[config.mk]
export PLATFORM = sky130hd
export DESIGN_NAME = axi2iob_top
export DESIGN_NICKNAME = d
export VERILOG_FILES = /design/src/verilog/axi_burst_pkg.sv /design/src/verilog/iob_bus_pkg.sv /design/src/verilog/axi_wr_burst.sv /design/src/verilog/axi_rd_burst.sv /design/src/verilog/iob_bus_arbiter.sv /design/src/verilog/axi2iob_top.sv
export SDC_FILE = /design/constraint.sdc
export NUM_CORES = 1
export LEC_CHECK = 0
export ABC_AREA = 1
export BUFFER_PORTS_ARGS = -buffer_cell sky130_fd_sc_hd__buf_2
export CORE_MARGIN = 3
export CORE_UTILIZATION = 47
export DETAILED_ROUTE_END_ITERATION = 10
export PLACE_DENSITY = 0.86
export REMOVE_ABC_BUFFERS = 1
export SYNTH_ARGS = -nofsm -noshare
export SYNTH_HDL_FRONTEND = slang
export SYNTH_SLANG_ARGS = --single-unit
[constraint.sdc]
create_clock -name clk_i -period 3.15 [get_ports clk_i]
set_input_delay 0.1575 -clock clk_i [delete_from_list [all_inputs] [get_ports clk_i]]
set_output_delay 0.1575 -clock clk_i [all_outputs]
set_load 0.01 [all_outputs]
[src/verilog/axi_burst_pkg.sv]
/*
 * AXI burst definitions
 * Field widths of the AXI4 address channels, the beat-size type and
 * the state encoding shared by the write and read burst engines
 */
package axi_burst_pkg;

   // AXI channel field widths
   localparam int unsigned AXI_ID_W   = 8;
   localparam int unsigned AXI_LEN_W  = 8;
   localparam int unsigned AXI_SIZE_W = 3;

   // Beat size as log2 of the byte count
   typedef logic [AXI_SIZE_W-1:0] beat_size_t;

   typedef enum logic [1:0] {
      // Waiting for an address
      BURST_IDLE = 2'd0,
      // Beat transfer on the AXI side
      BURST_DATA = 2'd1,
      // Current beat is in flight on the IOb side
      BURST_RESP = 2'd2
   } burst_state_e;

endpackage

[src/verilog/iob_bus_pkg.sv]
/*
 * IOb bus definitions
 * Address, data and strobe widths of the IOb port and the arbiter grant states
 */
package iob_bus_pkg;

   // Byte address and data widths
   localparam int unsigned IOB_ADDR_W = 32;
   localparam int unsigned IOB_DATA_W = 32;
   localparam int unsigned IOB_STRB_W = IOB_DATA_W / 8;

   typedef enum logic [1:0] {
      // Bus is free
      GNT_NONE    = 2'd0,
      // Write engine owns the bus until acceptance
      GNT_WR      = 2'd1,
      // Read engine owns the bus, request not yet accepted
      GNT_RD      = 2'd2,
      // Read accepted, data still to come
      GNT_RD_WAIT = 2'd3
   } grant_e;

endpackage

[src/verilog/axi_wr_burst.sv]
/*
 * AXI4 write burst engine
 * Splits an incrementing write burst into one IOb write per beat and
 * returns a single write response at the end of the burst
 */
`timescale 1ns/1ns

module axi_wr_burst (
   input  logic                                 clk_i,
   input  logic                                 arst_i,
   input  logic [axi_burst_pkg::AXI_ID_W-1:0]   awid_i,
   input  logic [iob_bus_pkg::IOB_ADDR_W-1:0]   awaddr_i,
   input  logic [axi_burst_pkg::AXI_LEN_W-1:0]  awlen_i,
   input  logic [axi_burst_pkg::AXI_SIZE_W-1:0] awsize_i,
   input  logic                                 awvalid_i,
   output logic                                 awready_o,
   input  logic [iob_bus_pkg::IOB_DATA_W-1:0]   wdata_i,
   input  logic [iob_bus_pkg::IOB_STRB_W-1:0]   wstrb_i,
   input  logic                                 wvalid_i,
   output logic                                 wready_o,
   output logic [axi_burst_pkg::AXI_ID_W-1:0]   bid_o,
   output logic                                 bvalid_o,
   input  logic                                 bready_i,
   output logic                                 req_o,
   output logic [iob_bus_pkg::IOB_ADDR_W-1:0]   req_addr_o,
   output logic [iob_bus_pkg::IOB_DATA_W-1:0]   req_wdata_o,
   output logic [iob_bus_pkg::IOB_STRB_W-1:0]   req_wstrb_o,
   input  logic                                 done_i
);
   import axi_burst_pkg::*;
   import iob_bus_pkg::*;

   burst_state_e          state_q;
   burst_state_e          state_d;
   logic                  awready_d;
   logic                  wready_d;
   logic                  bvalid_d;
   logic                  req_d;
   logic [AXI_ID_W-1:0]   id_q;
   logic [IOB_ADDR_W-1:0] addr_q;
   logic [AXI_LEN_W-1:0]  cnt_q;
   beat_size_t            size_q;
   logic [IOB_DATA_W-1:0] wdata_q;
   logic [IOB_STRB_W-1:0] wstrb_q;
   logic                  aw_hs;
   logic                  w_hs;
   logic                  beat_done;
   logic                  last_beat;

   assign aw_hs     = awready_o & awvalid_i;
   assign w_hs      = wready_o & wvalid_i;
   assign last_beat = (cnt_q == '0);

   // A beat ends on IOb acceptance, or right away when its strobe is empty
   assign beat_done = ((state_q == BURST_RESP) & done_i) | (w_hs & (wstrb_i == '0));

   always_comb begin
      state_d   = state_q;
      awready_d = 1'b0;
      wready_d  = 1'b0;
      bvalid_d  = bvalid_o & ~bready_i;
      req_d     = req_o;

      case (state_q)
         BURST_IDLE: begin
            // No new address while a response is still pending
            awready_d = ~bvalid_d & ~aw_hs;
            if (aw_hs) begin
               wready_d = 1'b1;
               state_d  = BURST_DATA;
            end
         end
         BURST_DATA: begin
            wready_d = ~w_hs;
            if (w_hs && wstrb_i != '0) begin
               req_d   = 1'b1;
               state_d = BURST_RESP;
            end
         end
         BURST_RESP: begin
            if (done_i) begin
               req_d = 1'b0;
            end
         end
         default: begin
            state_d = BURST_IDLE;
         end
      endcase

      if (beat_done) begin
         if (last_beat) begin
            bvalid_d = 1'b1;
            state_d  = BURST_IDLE;
         end else begin
            wready_d = 1'b1;
            state_d  = BURST_DATA;
         end
      end
   end

   always_ff @(posedge clk_i or posedge arst_i) begin
      if (arst_i) begin
         state_q   <= BURST_IDLE;
         awready_o <= 1'b0;
         wready_o  <= 1'b0;
         bvalid_o  <= 1'b0;
         req_o     <= 1'b0;
      end else begin
         state_q   <= state_d;
         awready_o <= awready_d;
         wready_o  <= wready_d;
         bvalid_o  <= bvalid_d;
         req_o     <= req_d;
      end
   end

   always_ff @(posedge clk_i) begin
      if (aw_hs) begin
         id_q   <= awid_i;
         addr_q <= awaddr_i;
         cnt_q  <= awlen_i;
         size_q <= awsize_i;
      end else if (beat_done) begin
         addr_q <= addr_q + (IOB_ADDR_W'(1) << size_q);
         cnt_q  <= cnt_q - 1'b1;
      end
      if (w_hs) begin
         wdata_q <= wdata_i;
         wstrb_q <= wstrb_i;
      end
   end

   assign bid_o       = id_q;
   assign req_addr_o  = addr_q;
   assign req_wdata_o = wdata_q;
   assign req_wstrb_o = wstrb_q;

endmodule

[src/verilog/axi_rd_burst.sv]
/*
 * AXI4 read burst engine
 * Issues one IOb read per beat of an incrementing burst and returns
 * each word as an R beat, with rlast on the final one
 */
`timescale 1ns/1ns

module axi_rd_burst (
   input  logic                                 clk_i,
   input  logic                                 arst_i,
   input  logic [axi_burst_pkg::AXI_ID_W-1:0]   arid_i,
   input  logic [iob_bus_pkg::IOB_ADDR_W-1:0]   araddr_i,
   input  logic [axi_burst_pkg::AXI_LEN_W-1:0]  arlen_i,
   input  logic [axi_burst_pkg::AXI_SIZE_W-1:0] arsize_i,
   input  logic                                 arvalid_i,
   output logic                                 arready_o,
   output logic [axi_burst_pkg::AXI_ID_W-1:0]   rid_o,
   output logic [iob_bus_pkg::IOB_DATA_W-1:0]   rdata_o,
   output logic                                 rlast_o,
   output logic                                 rvalid_o,
   input  logic                                 rready_i,
   output logic                                 req_o,
   output logic [iob_bus_pkg::IOB_ADDR_W-1:0]   req_addr_o,
   input  logic                                 done_i,
   input  logic [iob_bus_pkg::IOB_DATA_W-1:0]   rdata_i
);
   import axi_burst_pkg::*;
   import iob_bus_pkg::*;

   burst_state_e          state_q;
   burst_state_e          state_d;
   logic                  arready_d;
   logic                  rvalid_d;
   logic                  rlast_d;
   logic                  req_d;
   logic [AXI_ID_W-1:0]   id_q;
   logic [IOB_ADDR_W-1:0] addr_q;
   logic [AXI_LEN_W-1:0]  cnt_q;
   beat_size_t            size_q;
   logic [IOB_DATA_W-1:0] rdata_q;
   logic                  ar_hs;
   logic                  r_hs;
   logic                  last_beat;

   assign ar_hs     = arready_o & arvalid_i;
   assign r_hs      = rvalid_o & rready_i;
   assign last_beat = (cnt_q == '0);

   always_comb begin
      state_d   = state_q;
      arready_d = 1'b0;
      rvalid_d  = rvalid_o & ~rready_i;
      rlast_d   = rlast_o;
      req_d     = req_o;

      case (state_q)
         BURST_IDLE: begin
            arready_d = ~ar_hs;
            if (ar_hs) begin
               req_d   = 1'b1;
               state_d = BURST_RESP;
            end
         end
         BURST_RESP: begin
            // Word is back from IOb, present it as an R beat
            if (done_i) begin
               req_d    = 1'b0;
               rvalid_d = 1'b1;
               rlast_d  = last_beat;
               state_d  = BURST_DATA;
            end
         end
         BURST_DATA: begin
            // Next read waits for the master to take this beat
            if (r_hs) begin
               if (last_beat) begin
                  arready_d = 1'b1;
                  state_d   = BURST_IDLE;
               end else begin
                  req_d   = 1'b1;
                  state_d = BURST_RESP;
               end
            end
         end
         default: begin
            state_d = BURST_IDLE;
         end
      endcase
   end

   always_ff @(posedge clk_i or posedge arst_i) begin
      if (arst_i) begin
         state_q   <= BURST_IDLE;
         arready_o <= 1'b0;
         rvalid_o  <= 1'b0;
         rlast_o   <= 1'b0;
         req_o     <= 1'b0;
      end else begin
         state_q   <= state_d;
         arready_o <= arready_d;
         rvalid_o  <= rvalid_d;
         rlast_o   <= rlast_d;
         req_o     <= req_d;
      end
   end

   always_ff @(posedge clk_i) begin
      if (ar_hs) begin
         id_q   <= arid_i;
         addr_q <= araddr_i;
         cnt_q  <= arlen_i;
         size_q <= arsize_i;
      end else if (r_hs && !last_beat) begin
         addr_q <= addr_q + (IOB_ADDR_W'(1) << size_q);
         cnt_q  <= cnt_q - 1'b1;
      end
      if (state_q == BURST_RESP && done_i) begin
         rdata_q <= rdata_i;
      end
   end

   assign rid_o      = id_q;
   assign rdata_o    = rdata_q;
   assign req_addr_o = addr_q;

endmodule

[src/verilog/iob_bus_arbiter.sv]
/*
 * IOb bus arbiter
 * Shares one IOb master port between the write and read engines,
 * alternating between them when both request at once
 */
`timescale 1ns/1ns

module iob_bus_arbiter (
   input  logic                               clk_i,
   input  logic                               arst_i,
   input  logic                               wr_req_i,
   input  logic [iob_bus_pkg::IOB_ADDR_W-1:0] wr_addr_i,
   input  logic [iob_bus_pkg::IOB_DATA_W-1:0] wr_wdata_i,
   input  logic [iob_bus_pkg::IOB_STRB_W-1:0] wr_wstrb_i,
   output logic                               wr_done_o,
   input  logic                               rd_req_i,
   input  logic [iob_bus_pkg::IOB_ADDR_W-1:0] rd_addr_i,
   output logic                               rd_done_o,
   output logic                               iob_valid_o,
   output logic [iob_bus_pkg::IOB_ADDR_W-1:0] iob_addr_o,
   output logic [iob_bus_pkg::IOB_DATA_W-1:0] iob_wdata_o,
   output logic [iob_bus_pkg::IOB_STRB_W-1:0] iob_wstrb_o,
   input  logic                               iob_ready_i,
   input  logic                               iob_rvalid_i
);
   import iob_bus_pkg::*;

   grant_e gnt_q;
   grant_e gnt_d;
   logic   last_wr_q;
   logic   last_wr_d;
   logic   sel_wr;
   logic   sel_rd;

   // Owner of the port this cycle, a fresh grant takes effect at once
   always_comb begin
      sel_wr = 1'b0;
      sel_rd = 1'b0;
      case (gnt_q)
         GNT_NONE: begin
            sel_wr = wr_req_i & (~rd_req_i | ~last_wr_q);
            sel_rd = rd_req_i & ~sel_wr;
         end
         GNT_WR:  sel_wr = 1'b1;
         GNT_RD:  sel_rd = 1'b1;
         default: ;
      endcase
   end

   always_comb begin
      gnt_d     = gnt_q;
      last_wr_d = last_wr_q;
      if (gnt_q == GNT_NONE && (sel_wr || sel_rd)) begin
         last_wr_d = sel_wr;
      end
      if (sel_wr) begin
         gnt_d = iob_ready_i ? GNT_NONE : GNT_WR;
      end else if (sel_rd) begin
         gnt_d = iob_ready_i ? GNT_RD_WAIT : GNT_RD;
      end else if (gnt_q == GNT_RD_WAIT && iob_rvalid_i) begin
         gnt_d = GNT_NONE;
      end
   end

   always_ff @(posedge clk_i or posedge arst_i) begin
      if (arst_i) begin
         gnt_q     <= GNT_NONE;
         last_wr_q <= 1'b0;
      end else begin
         gnt_q     <= gnt_d;
         last_wr_q <= last_wr_d;
      end
   end

   assign iob_valid_o = (sel_wr & wr_req_i) | (sel_rd & rd_req_i);
   assign iob_addr_o  = sel_rd ? rd_addr_i : wr_addr_i;
   assign iob_wdata_o = wr_wdata_i;
   assign iob_wstrb_o = sel_wr ? wr_wstrb_i : '0;
   assign wr_done_o   = sel_wr & iob_ready_i;
   assign rd_done_o   = (gnt_q == GNT_RD_WAIT) & iob_rvalid_i;

endmodule

[src/verilog/axi2iob_top.sv]
/*
 * AXI4 to IOb adapter
 * Write and read burst engines sharing one IOb master port
 */
`timescale 1ns/1ns

module axi2iob_top (
   input  logic                                 clk_i,
   input  logic                                 arst_i,
   input  logic [axi_burst_pkg::AXI_ID_W-1:0]   s_axi_awid_i,
   input  logic [iob_bus_pkg::IOB_ADDR_W-1:0]   s_axi_awaddr_i,
   input  logic [axi_burst_pkg::AXI_LEN_W-1:0]  s_axi_awlen_i,
   input  logic [axi_burst_pkg::AXI_SIZE_W-1:0] s_axi_awsize_i,
   input  logic                                 s_axi_awvalid_i,
   output logic                                 s_axi_awready_o,
   input  logic [iob_bus_pkg::IOB_DATA_W-1:0]   s_axi_wdata_i,
   input  logic [iob_bus_pkg::IOB_STRB_W-1:0]   s_axi_wstrb_i,
   input  logic                                 s_axi_wlast_i,
   input  logic                                 s_axi_wvalid_i,
   output logic                                 s_axi_wready_o,
   output logic [axi_burst_pkg::AXI_ID_W-1:0]   s_axi_bid_o,
   output logic                                 s_axi_bvalid_o,
   input  logic                                 s_axi_bready_i,
   input  logic [axi_burst_pkg::AXI_ID_W-1:0]   s_axi_arid_i,
   input  logic [iob_bus_pkg::IOB_ADDR_W-1:0]   s_axi_araddr_i,
   input  logic [axi_burst_pkg::AXI_LEN_W-1:0]  s_axi_arlen_i,
   input  logic [axi_burst_pkg::AXI_SIZE_W-1:0] s_axi_arsize_i,
   input  logic                                 s_axi_arvalid_i,
   output logic                                 s_axi_arready_o,
   output logic [axi_burst_pkg::AXI_ID_W-1:0]   s_axi_rid_o,
   output logic [iob_bus_pkg::IOB_DATA_W-1:0]   s_axi_rdata_o,
   output logic                                 s_axi_rlast_o,
   output logic                                 s_axi_rvalid_o,
   input  logic                                 s_axi_rready_i,
   output logic                                 iob_valid_o,
   output logic [iob_bus_pkg::IOB_ADDR_W-1:0]   iob_addr_o,
   output logic [iob_bus_pkg::IOB_DATA_W-1:0]   iob_wdata_o,
   output logic [iob_bus_pkg::IOB_STRB_W-1:0]   iob_wstrb_o,
   input  logic                                 iob_ready_i,
   input  logic                                 iob_rvalid_i,
   input  logic [iob_bus_pkg::IOB_DATA_W-1:0]   iob_rdata_i
);
   import iob_bus_pkg::*;

   logic                  wr_req;
   logic [IOB_ADDR_W-1:0] wr_addr;
   logic [IOB_DATA_W-1:0] wr_wdata;
   logic [IOB_STRB_W-1:0] wr_wstrb;
   logic                  wr_done;
   logic                  rd_req;
   logic [IOB_ADDR_W-1:0] rd_addr;
   logic                  rd_done;

   // Beat count comes from awlen, so s_axi_wlast_i stays unconnected
   axi_wr_burst axi_wr_burst_i (
      .clk_i       (clk_i),
      .arst_i      (arst_i),
      .awid_i      (s_axi_awid_i),
      .awaddr_i    (s_axi_awaddr_i),
      .awlen_i     (s_axi_awlen_i),
      .awsize_i    (s_axi_awsize_i),
      .awvalid_i   (s_axi_awvalid_i),
      .awready_o   (s_axi_awready_o),
      .wdata_i     (s_axi_wdata_i),
      .wstrb_i     (s_axi_wstrb_i),
      .wvalid_i    (s_axi_wvalid_i),
      .wready_o    (s_axi_wready_o),
      .bid_o       (s_axi_bid_o),
      .bvalid_o    (s_axi_bvalid_o),
      .bready_i    (s_axi_bready_i),
      .req_o       (wr_req),
      .req_addr_o  (wr_addr),
      .req_wdata_o (wr_wdata),
      .req_wstrb_o (wr_wstrb),
      .done_i      (wr_done)
   );

   axi_rd_burst axi_rd_burst_i (
      .clk_i      (clk_i),
      .arst_i     (arst_i),
      .arid_i     (s_axi_arid_i),
      .araddr_i   (s_axi_araddr_i),
      .arlen_i    (s_axi_arlen_i),
      .arsize_i   (s_axi_arsize_i),
      .arvalid_i  (s_axi_arvalid_i),
      .arready_o  (s_axi_arready_o),
      .rid_o      (s_axi_rid_o),
      .rdata_o    (s_axi_rdata_o),
      .rlast_o    (s_axi_rlast_o),
      .rvalid_o   (s_axi_rvalid_o),
      .rready_i   (s_axi_rready_i),
      .req_o      (rd_req),
      .req_addr_o (rd_addr),
      .done_i     (rd_done),
      .rdata_i    (iob_rdata_i)
   );

   iob_bus_arbiter iob_bus_arbiter_i (
      .clk_i        (clk_i),
      .arst_i       (arst_i),
      .wr_req_i     (wr_req),
      .wr_addr_i    (wr_addr),
      .wr_wdata_i   (wr_wdata),
      .wr_wstrb_i   (wr_wstrb),
      .wr_done_o    (wr_done),
      .rd_req_i     (rd_req),
      .rd_addr_i    (rd_addr),
      .rd_done_o    (rd_done),
      .iob_valid_o  (iob_valid_o),
      .iob_addr_o   (iob_addr_o),
      .iob_wdata_o  (iob_wdata_o),
      .iob_wstrb_o  (iob_wstrb_o),
      .iob_ready_i  (iob_ready_i),
      .iob_rvalid_i (iob_rvalid_i)
   );

endmodule

# Word level (Yosys, flattened, before mapping)
# Index checks and enable logic that the tools add are counted.
# classes
addsub,4
n_eq_ne,16
shift,2
mux,47
bitwise,27
reduce_logical,24
# ops
cell,n
two-way mux 32 bit,5
adder 32 bit,2
"<< shifter 1 x 3 -> 32 bit, first input constant",2
two-way mux 8 bit,4
two-way mux 2 bit,10
two-way mux 1 bit,19
zero test 8 bit,2
"subtractor 8 x 1 -> 8 bit, second input constant",2
AND 1 bit,15
"inequality test 2 x 1 -> 1 bit, second input constant",6
case mux 2 bit (3 select lines),2
case mux 1 bit (2 select lines),5
NOT 1 bit,9
AND reduction 3 bit,3
"equality test 2 bit, second input constant",4
"equality test 2 x 1 -> 1 bit, second input constant",3
zero test 2 bit,3
"inequality test 3 x 1 -> 1 bit, second input constant",2
nonzero test 2 bit,3
nonzero test 3 bit,2
logical AND 1 bit,5
AND reduction 5 bit,1
zero test 4 bit,1
two-way mux 4 bit,1
other kinds (7),9
# totals
ff_bits,185
output_inout_bits,123

# Logic depth before layout (Yosys ltp)
# Gate-level depths: netlist of the first run.
# depth
word_depth,9
depth_mapped,15
ltp_nobuf,15

# By module
# A second synthesis of the first run with hierarchy kept.
# unflattened
hier_cells,1192
hier_area_um2,10364.9
# by_module_without_submodules
mod,n_inst,cells_each,area_each_um2,seq_area_each_um2
axi_wr_burst,1,510,4729.5,2762.6
axi_rd_burst,1,508,4685.7,2642.5
iob_bus_arbiter,1,174,949.7,75.1

# Least setup slack after synthesis of the first run
# OpenSTA, ideal clock, no wires.
# synth_path
path_kind,reg-to-reg
from,register iob_bus_arbiter_i.gnt_q[1]
to,register axi_rd_burst_i.rlast_o
arrival_time_ns,3.278
required_time_ns,3.057
path_slack_ns,-0.222
stages_incl_launch_ff,5
n_path_buf,0
path_cell_list,dfrtp_1 > nand3_1 > nor3_1 > inv_1 > o21ai_0
# synth_via
elab_chain_len,3
# synth_rtl
item,line,rtl
start: declaration,iob_bus_arbiter.sv:28,grant_e gnt_q;
start signal: assignment,iob_bus_arbiter.sv:70,gnt_q <= gnt_d;
equality test 2 bit,iob_bus_arbiter.sv:80,assign rd_done_o = (gnt_q == GNT_RD_WAIT) & iob_rvalid_i;
AND 1 bit,iob_bus_arbiter.sv:80,
AND reduction 2 bit (no line),-,
end signal: assignment,axi_rd_burst.sv:102,rlast_o <= rlast_d;
end: declaration,axi_rd_burst.sv:19,"output logic rlast_o,"
# No other way between the ends.
# A chain may end at the register's enable or synchronous reset.

# Worst setup path in the final report of the first run
# layout_path
from,register iob_bus_arbiter_i.gnt_q[0]
to,output iob_addr_o[7] in the netlist's numbering
# layout_via
elab_chain_len,3
elab_cells_between_ends,4
classes_between,1 x eq/ne; 2 x mux; 1 x reduce/logical
# layout_rtl
item,line,rtl
equality test 2 bit / zero test 2 bit (equally long branches),iob_bus_arbiter.sv:39,case (gnt_q)
case mux 1 bit (2 select lines) *,iob_bus_arbiter.sv:39,
two-way mux 32 bit *,iob_bus_arbiter.sv:76,assign iob_addr_o = sel_rd ? rd_addr_i : wr_addr_i;
end: declaration,axi2iob_top.sv:36,"output logic [iob_bus_pkg::IOB_ADDR_W-1:0] iob_addr_o,"
# Every way passes the cells marked *; elsewhere a longest branch is shown, timed or not.

==> insert_results.sql, run 1 <==
INSERT INTO impl_metrics (metric_group, metric, value, unit) VALUES
('run_status', 'run_status', 'completed', ''),
('critical_path', 'critPathMaxStageDelay', '670', 'ps'),
('clock_network', 'holdBufCountCts', '134', ''),
('critical_path', 'r2r_setup_slack', '780', 'ps'),
('global_route', 'grt_start_max_net_pins', '56', ''),
('detailed_routing', 'routed-via-count', '9809', ''),
('synthesis', 'avgSynthCellArea', '8.66', 'µm²'),
('detailed_routing', 'number_of_optimization_iterations_in_the_first_detailed_route_pass', '5', ''),
('floorplanning', 'die-height', '152', 'µm'),
('detailed_routing', 'detail_route.wl_per_cell', '16.9', 'µm'),
('clock_network', 'clock_tree.root_cell', 'clkbuf_16', ''),
('critical_path', 'worst_path_dominant_cell_family', 'simple AND/OR/NAND/NOR gates', ''),
('finish', 'finalNetCount', '1802', ''),
('job', 'maxCapViolCount', '0', ''),
('detailed_routing', 'vias_per_cell', '5.21', ''),
('sta', 'timing.final.crit_share', '85.7', '%'),
('hold_path', 'min-delay-path-class', 'in -> reg', ''),
('detailed_routing', 'drt_first_iter_violations', '831', ''),
('power_and_ir_drop', 'total_leakage_power', '6.35', 'nW'),
('finish', 'layout.cells.most_common', 'nand2_1', ''),
('global_route', 'grt_antenna_before_repair', '3', ''),
('clock_network', 'cts_htree_levels', '4', ''),
('critical_path', 'critPathLaunch', 'iob_bus_arbiter_i.gnt_q[0]', ''),
('critical_path', 'critical_path.startpoint_type', 'flip-flop', ''),
('sta', 'hold_viol', '0', ''),
('sta', 'fin_crit', '2700', 'ps'),
('floorplanning', 'initial_core_util', '48.7', '%'),
('floorplanning', 'rows', '52', ''),
('placement', 'quantity_of_i_o_buffers_inserted_on_ports', '301', ''),
('critical_path', 'critPathArrivalTime', '2540', 'ps'),
('sta', 'max-slew-margin-rel', '41.2', '%'),
('floorplanning', 'core', '20600', 'µm²'),
('critical_path', 'cp_data_required_time', '2990', 'ps'),
('sta', 'max_freq', '0.370', 'GHz'),
('sta', 'worst_slew_pin_slew', '880', 'ps'),
('clock_network', 'deepest_clock_path_buffer_count', '2', ''),
('detailed_routing', 'detail-route-antenna-nets', '0', ''),
('synthesis', 'yosys_register_bits', '185', ''),
('critical_path', 'critPathSlowestCell', 'nand2_1', ''),
('critical_path', 'r2r-end', 'axi_rd_burst_i.req_addr_o[28]', ''),
('power_and_ir_drop', 'power.density_cell_area', '724', 'nW/µm²'),
('finish', 'area_growth_syn_to_layout', '38.3', '%'),
('finish', 'mostFrequentLayoutCells', 'nand2_1, buf_2, edfxtp_1, dlygate4sd3_1, inv_1', ''),
('clock_network', 'clk_pin_slew', '90', 'ps'),
('detailed_routing', 'drt_wl_total', '31.8', 'mm'),
('sta', 'setup_viol', '0', ''),
('critical_path', 'worstPathMaxFanout', '25', ''),
('global_route', 'globalRoute.totalOverflow', '0', ''),
('clock_network', 'clock_sink_count', '185', ''),
('clock_network', 'tritoncts.num_buffers', '17', ''),
('global_route', 'global_route_wire_length_before_repair', '49.9', 'mm'),
('floorplanning', 'dieWidth', '152', 'µm'),
('synthesis', 'postSynthCellCount', '1156', ''),
('critical_path', 'timing.critical_path.cells', 'inv_1 -> nand3_1 -> nand2_1 -> inv_1 -> nand2_1 -> nand2_1 -> buf_2', ''),
('finish', 'drive_gt1_share', '24.0', '%'),
('synthesis', 'post_synth_instance_area', '10000', 'µm²'),
('critical_path', 'critical_path_buf_inv_count', '3', ''),
('critical_path', 'cp-end-kind', 'primary output', ''),
('synthesis', 'yosys_warnings', '0', ''),
('sta', 'slew_viol_final', '0', ''),
('sta', 'fin_skew', '22.6', 'ps'),
('detailed_routing', 'post-route-drc-count', '0', ''),
('power_and_ir_drop', 'vdd.ir_drop.worst', '771', 'µV'),
('clock_network', 'postCtsResizedCells', '0', ''),
('critical_path', 'r2r-start', 'axi_rd_burst_i.size_q[0]', ''),
('global_route', 'number_of_global_route_vias_before_repair', '9741', ''),
('critical_path', 'worstSetupPathType', 'reg -> out', ''),
('critical_path', 'logic_depth_of_the_worst_register_to_register_path', '13', ''),
('synthesis', 'synth.distinct_cells', '40', ''),
('placement', 'dp_hpwl', '22.0', 'mm'),
('sta', 'rsz_0062_raised_after_global_routing', 'false', '');
worst min-delay path by stage:
| stage | from | to | slack [ps] | cells past startpoint |
|---|---|---|---|---|
| detailed placement | arst_i | axi_rd_burst_i.arready_o | 240 | 2 |
| global placement | arst_i | axi_rd_burst_i.arready_o | 240 | 2 |
| CTS | s_axi_awaddr_i[4] | axi_wr_burst_i.req_addr_o[4] | 0.2 | 3 |
| global route | s_axi_awaddr_i[30] | axi_wr_burst_i.req_addr_o[30] | 10 | 3 |
| finish | s_axi_awaddr_i[30] | axi_wr_burst_i.req_addr_o[30] | 10 | 3 |
| floorplan | arst_i | axi_rd_burst_i.arready_o | 60 | 1 |
final cells by class:
cell class | instances | area, µm²
well taps | 270 | 338
diodes | 1 | 2.50
inverters | 138 | 518
repair buffers | 445 | 2940
flip-flops and latches | 185 | 5480
clock buffers | 17 | 425
multi-input cells | 810 | 3910
clock inverters | 15 | 235
fillers | 1583 | 6720
metrics by stage:
stage	cell area [µm²]	setup WS [ps]	cells	util (%)	hold slack [ps]
floorplan	9900	-222	1133	-	59.0
CTS	13800	472	1880	67.3	0.219
global route	13800	205	1881	67.3	12.2
detailed placement	11800	826	1714	57.6	242
finish	13800	450	1881	67.3	10.0
global placement	11800	869	1714	57.6	235
where the power goes:
part / internal (W) / switching (W) / leakage, nW / total, W
Clock: 0.00114 / 0.00123 / 0.315 / 0.00237
Sequential: 0.00351 / 0.000474 / 1.76 / 0.00398
Combinational: 0.00131 / 0.00237 / 4.27 / 0.00368
state kept, by name, indices dropped and copies added, names as in the netlist, 2 cells and up:
| register | flops |
|---|---|
| axi_rd_burst_i.cnt_q | 8 |
| axi_rd_burst_i.rdata_o | 32 |
| axi_rd_burst_i.req_addr_o | 32 |
| axi_rd_burst_i.rid_o | 8 |
| axi_rd_burst_i.size_q | 3 |
| axi_rd_burst_i.state_q | 2 |
| axi_wr_burst_i.bid_o | 8 |
| axi_wr_burst_i.cnt_q | 8 |
| axi_wr_burst_i.req_addr_o | 32 |
| axi_wr_burst_i.req_wdata_o | 32 |
| axi_wr_burst_i.req_wstrb_o | 4 |
| axi_wr_burst_i.size_q | 3 |
| axi_wr_burst_i.state_q | 2 |
| iob_bus_arbiter_i.gnt_q | 2 |
synth_stat cells:
| cell type | number | share of area (%) |
|---|---|---|
| edfxtp_1 | 170 | 51 |
| nand3_1 | 101 | 5.0 |
| nand4_1 | 12 | 0.75 |
| o211ai_1 | 1 | 0.075 |
| and2_1 | 7 | 0.44 |
| a21oi_1 | 8 | 0.40 |
| o2bb2ai_1 | 1 | 0.088 |
| nand2_4 | 2 | 0.22 |
| dfrtp_1 | 15 | 3.7 |
| nand2_1 | 415 | 16 |
| o21ai_0 | 59 | 2.9 |
| o22ai_1 | 1 | 0.063 |
| nor3_2 | 6 | 0.60 |
| fa_1 | 2 | 0.40 |
| nand2_2 | 11 | 0.69 |
| buf_2 | 6 | 0.30 |
| or2_2 | 2 | 0.12 |
| a31oi_1 | 15 | 0.94 |
| o31ai_1 | 1 | 0.075 |
| o41ai_1 | 1 | 0.088 |
| nor4_1 | 1 | 0.063 |
| xnor2_1 | 12 | 1.0 |
| nor2_1 | 68 | 2.5 |
| nor3_4 | 2 | 0.32 |
| buf_6 | 1 | 0.11 |
| xor2_1 | 8 | 0.70 |
| inv_1 | 127 | 4.8 |
| clkinv_1 | 1 | 0.037 |
| nor2_2 | 6 | 0.37 |
| nand3b_1 | 6 | 0.45 |
| nand3_2 | 1 | 0.10 |
| buf_1 | 1 | 0.037 |
| buf_4 | 2 | 0.15 |
| nor3_1 | 27 | 1.3 |
| clkbuf_1 | 13 | 0.49 |
| nor2_4 | 1 | 0.11 |
| o21ai_1 | 7 | 0.35 |
| or2_1 | 3 | 0.19 |
| inv_2 | 10 | 0.37 |
| ha_1 | 23 | 2.9 |
layer usage:
layer	global-route usage, %	part of all wire (%)	up-vias
met5	0	0.072	-
met4	9.29	2.9	4
met3	5.75	7.9	77
met2	46.1	51	460
met1	33.2	39	4553
li1	-	-	4715
logic make-up after synthesis:
| family | Yosys count | synth area share (%) |
|---|---|---|
| flip-flops | 185 | 54.7 |
| AND/OR/NAND/NOR | 671 | 28.9 |
| buffers and inverters | 161 | 6.26 |
| adder cells (fa/ha/maj) | 25 | 3.27 |
| XOR/XNOR | 20 | 1.75 |
| AO/OA/AOI/OAI | 94 | 5.02 |
tightest hold or removal path, delay by kind of cell:
kind                   cells  cell delay (ps)
and+or+nand+nor            2              100
buffers and inverters      1               80
(Power assumes the default switching activity.)
==> inputs of run 2 (changes only) <==
==> constraint.sdc (replaced) <==
create_clock -name clk_i -period 3.15 [get_ports clk_i]
set_input_delay 0.63 -clock clk_i [delete_from_list [all_inputs] [get_ports clk_i]]
set_output_delay 0.63 -clock clk_i [all_outputs]
set_load 0.01 [all_outputs]
==> run 2 against run 1 <==
Against the previous run:
- die area unchanged
- critical endpoint is now iob_addr_o[6]
- sequential power about the same
- critical path type unchanged
- maximum frequency fell by 0.70%
- global-route usage is 3.3 points lower
- sequential cell count unchanged
- first-iteration DRC count down 28%
- setup slack got worse by 19 ps
- power fell by 2.8%
- cell count fell by 7.1%
- clock skew down 5.6 ps
- sequential share of layout area increased by 4.2 points
- register-to-register slack got worse by 50 ps
==> insert_results.sql, run 2 (synthesis gave the netlist of run 1 again) <==
INSERT INTO impl_metrics (metric_group, metric, value, unit) VALUES
('run_status', 'run_status', 'completed', ''),
('detailed_routing', 'total_met2_wirelength_after_detailed_routing', '13.2', 'mm'),
('detailed_routing', 'number_of_optimization_iterations_in_the_first_detailed_route_pass', '8', ''),
('sta', 'setup-tns-final', '0', 'ps'),
('critical_path', 'r2r_setup_slack', '730', 'ps'),
('clock_network', 'deepest_clock_path_buffer_count', '2', ''),
('sta', 'timing.final.crit_share', '86.3', '%'),
('clock_network', 'cts_tree', 'built', ''),
('clock_network', 'clock_tree.root_cell', 'clkbuf_16', ''),
('clock_network', 'clk_pin_slew', '90', 'ps'),
('finish', 'final_cell_count_no_fill', '1748', ''),
('global_route', 'overall_track_demand_over_capacity_in_global_routing', '23.4', '%'),
('critical_path', 'worstSetupPathType', 'reg -> out', ''),
('critical_path', 'timing.critical_path.cells', 'inv_1 -> nand3_1 -> nand2_1 -> buf_12 -> inv_1 -> nand2_1 -> nand2_1 -> buf_2', ''),
('detailed_routing', 'drt_first_iter_violations', '601', ''),
('detailed_routing', 'vias_per_cell', '5.15', ''),
('sta', 'setup_viol', '0', ''),
('critical_path', 'cp_data_required_time', '2520', 'ps'),
('clock_network', 'postCtsResizedCells', '0', ''),
('finish', 'fill_cells', '1767', ''),
('finish', 'mostFrequentLayoutCells', 'nand2_1, buf_2, edfxtp_1, inv_1, nand3_1', ''),
('detailed_routing', 'uppermost_metal_layer_occupied_by_signal_nets', 'met5', ''),
('floorplanning', 'io-pin-count', '303', ''),
('clock_network', 'tritoncts.num_buffers', '17', ''),
('global_route', 'globalRoute.totalOverflow', '0', ''),
('placement', 'quantity_of_i_o_buffers_inserted_on_ports', '301', ''),
('critical_path', 'critPathMaxStageDelay', '430', 'ps'),
('job', 'maxCapViolCount', '0', ''),
('critical_path', 'cp-end-kind', 'primary output', ''),
('sta', 'slew_viol_final', '0', ''),
('placement', 'dp_hpwl', '21.3', 'mm'),
('power_and_ir_drop', 'vdd.ir_drop.worst', '737', 'µV'),
('sta', 'hold_viol', '0', ''),
('power_and_ir_drop', 'power.density_cell_area', '778', 'nW/µm²'),
('power_and_ir_drop', 'total_leakage_power', '5.80', 'nW'),
('detailed_routing', 'detail-route-antenna-nets', '0', ''),
('clock_network', 'clock_sink_count', '185', ''),
('sta', 'max-slew-margin-rel', '54.9', '%'),
('detailed_routing', 'detail_route.wl_per_cell', '15.7', 'µm'),
('floorplanning', 'initial_core_util', '48.7', '%'),
('detailed_routing', 'met3_wirelength', '2.36', 'mm'),
('critical_path', 'critical_path.startpoint_type', 'flip-flop', ''),
('sta', 'fin_crit', '2720', 'ps'),
('global_route', 'grt_start_max_net_pins', '56', ''),
('sta', 'max_freq', '0.368', 'GHz'),
('finish', 'multi_input_comb_area', '3910', 'µm²'),
('global_route', 'grt_antenna_before_repair', '5', ''),
('floorplanning', 'dieWidth', '152', 'µm'),
('sta', 'fin_skew', '17.0', 'ps'),
('floorplanning', 'rows', '52', ''),
('critical_path', 'critPathArrivalTime', '2090', 'ps'),
('sta', 'worst_slew_pin_slew', '676', 'ps'),
('detailed_routing', 'routed-via-count', '8999', ''),
('finish', 'layout.cells.most_common', 'nand2_1', ''),
('clock_network', 'cts_htree_levels', '4', ''),
('finish', 'finalNetCount', '1668', ''),
('sta', 'rsz_0062_raised_after_global_routing', 'false', ''),
('floorplanning', 'core', '20600', 'µm²'),
('detailed_routing', 'post-route-drc-count', '0', ''),
('hold_path', 'min-delay-path-class', 'in -> async', ''),
('placement', 'placed_cells', '1714', ''),
('clock_network', 'cts.repair_timing.setup_buffer_count', '0', ''),
('critical_path', 'critPathSlowestCell', 'dfrtp_1', ''),
('detailed_routing', 'drt_wl_total', '27.5', 'mm'),
('floorplanning', 'die-height', '152', 'µm'),
('global_route', 'number_of_global_route_vias_before_repair', '8535', ''),
('detailed_routing', 'm1WireLength', '10.9', 'mm'),
('global_route', 'global_route_wire_length_before_repair', '43.6', 'mm'),
('finish', 'layout.area.seq', '5480', 'µm²'),
('finish', 'area_growth_syn_to_layout', '25.0', '%'),
('critical_path', 'worstPathMaxFanout', '54', ''),
('clock_network', 'clkLatencyLatePin', '450', 'ps'),
('placement', 'globalplace.congestion', '0.936', ''),
('floorplanning', 'die_area', '23100', 'µm²'),
('finish', 'drive_gt1_share', '26.2', '%'),
('clock_network', 'holdBufCountCts', '0', ''),
('critical_path', 'cpMostUsedCell', 'nand2_1', '');
[run 2: area by class of cell]
class                   instances  share of cell area [%]
well taps                     270                    2.70
clock inverters                15                    1.96
clock buffers                  17                    3.40
repair buffers                311                    12.7
flip-flops and latches        185                    43.8
multi-input cells             810                    31.2
diodes                          2                  0.0400
inverters                     138                    4.14
[run 2: path summary, 6_finish.rpt]
check,start,to,cells after the start
worst max-delay path,iob_bus_arbiter_i.gnt_q[0],iob_addr_o[6],8
worst min-delay path,arst_i,axi_wr_burst_i.wready_o,2
worst max register to register,axi_rd_burst_i.size_q[0],axi_rd_burst_i.req_addr_o[26],14
worst min register to register,axi_rd_burst_i.rlast_o,axi_rd_burst_i.rlast_o,2
max in group asynchronous,arst_i,iob_bus_arbiter_i.gnt_q[1],2
min in group clk_i,s_axi_wdata_i[25],axi_wr_burst_i.req_wdata_o[25],1
[run 2: worst max-delay path, delay by kind of cell (launching register included)]
kind / cells / cell delay, ps
and+or+nand+nor: 4 / 490
buffers and inverters: 4 / 700
DFF: 1 / 430
[run 2: per-layer routing]
metal | GRT usage, % | up-vias
li1 | - | 4447
met1 | 29.8 | 4085
met2 | 38.3 | 385
met3 | 6.40 | 72
met4 | 8.78 | 10
met5 | 0 | -
[run 2: power breakdown]
part / total (W) / switching (W) / internal [W] / leakage (nW)
Combinational: 0.00342 / 0.00224 / 0.00118 / 3.71
Clock: 0.00237 / 0.00122 / 0.00115 / 0.322
Sequential: 0.00395 / 0.000446 / 0.00350 / 1.76
Total: 0.00974 / 0.00391 / 0.00584 / 5.80
[run 2: stage by stage]
stage / utilization [%] / hold WS (ps) / power [W] / setup slack [ps] / area [µm²]
floorplan: - / 456 / 0.00606 / -450 / 9900
global placement: 57.6 / 476 / 0.00729 / 871 / 11800
detailed placement: 57.6 / 493 / 0.00741 / 779 / 11800
CTS: 60.8 / 236 / 0.00979 / 402 / 12500
global route: 60.8 / 257 / 0.0104 / 238 / 12500
finish: 60.9 / 226 / 0.00974 / 431 / 12500
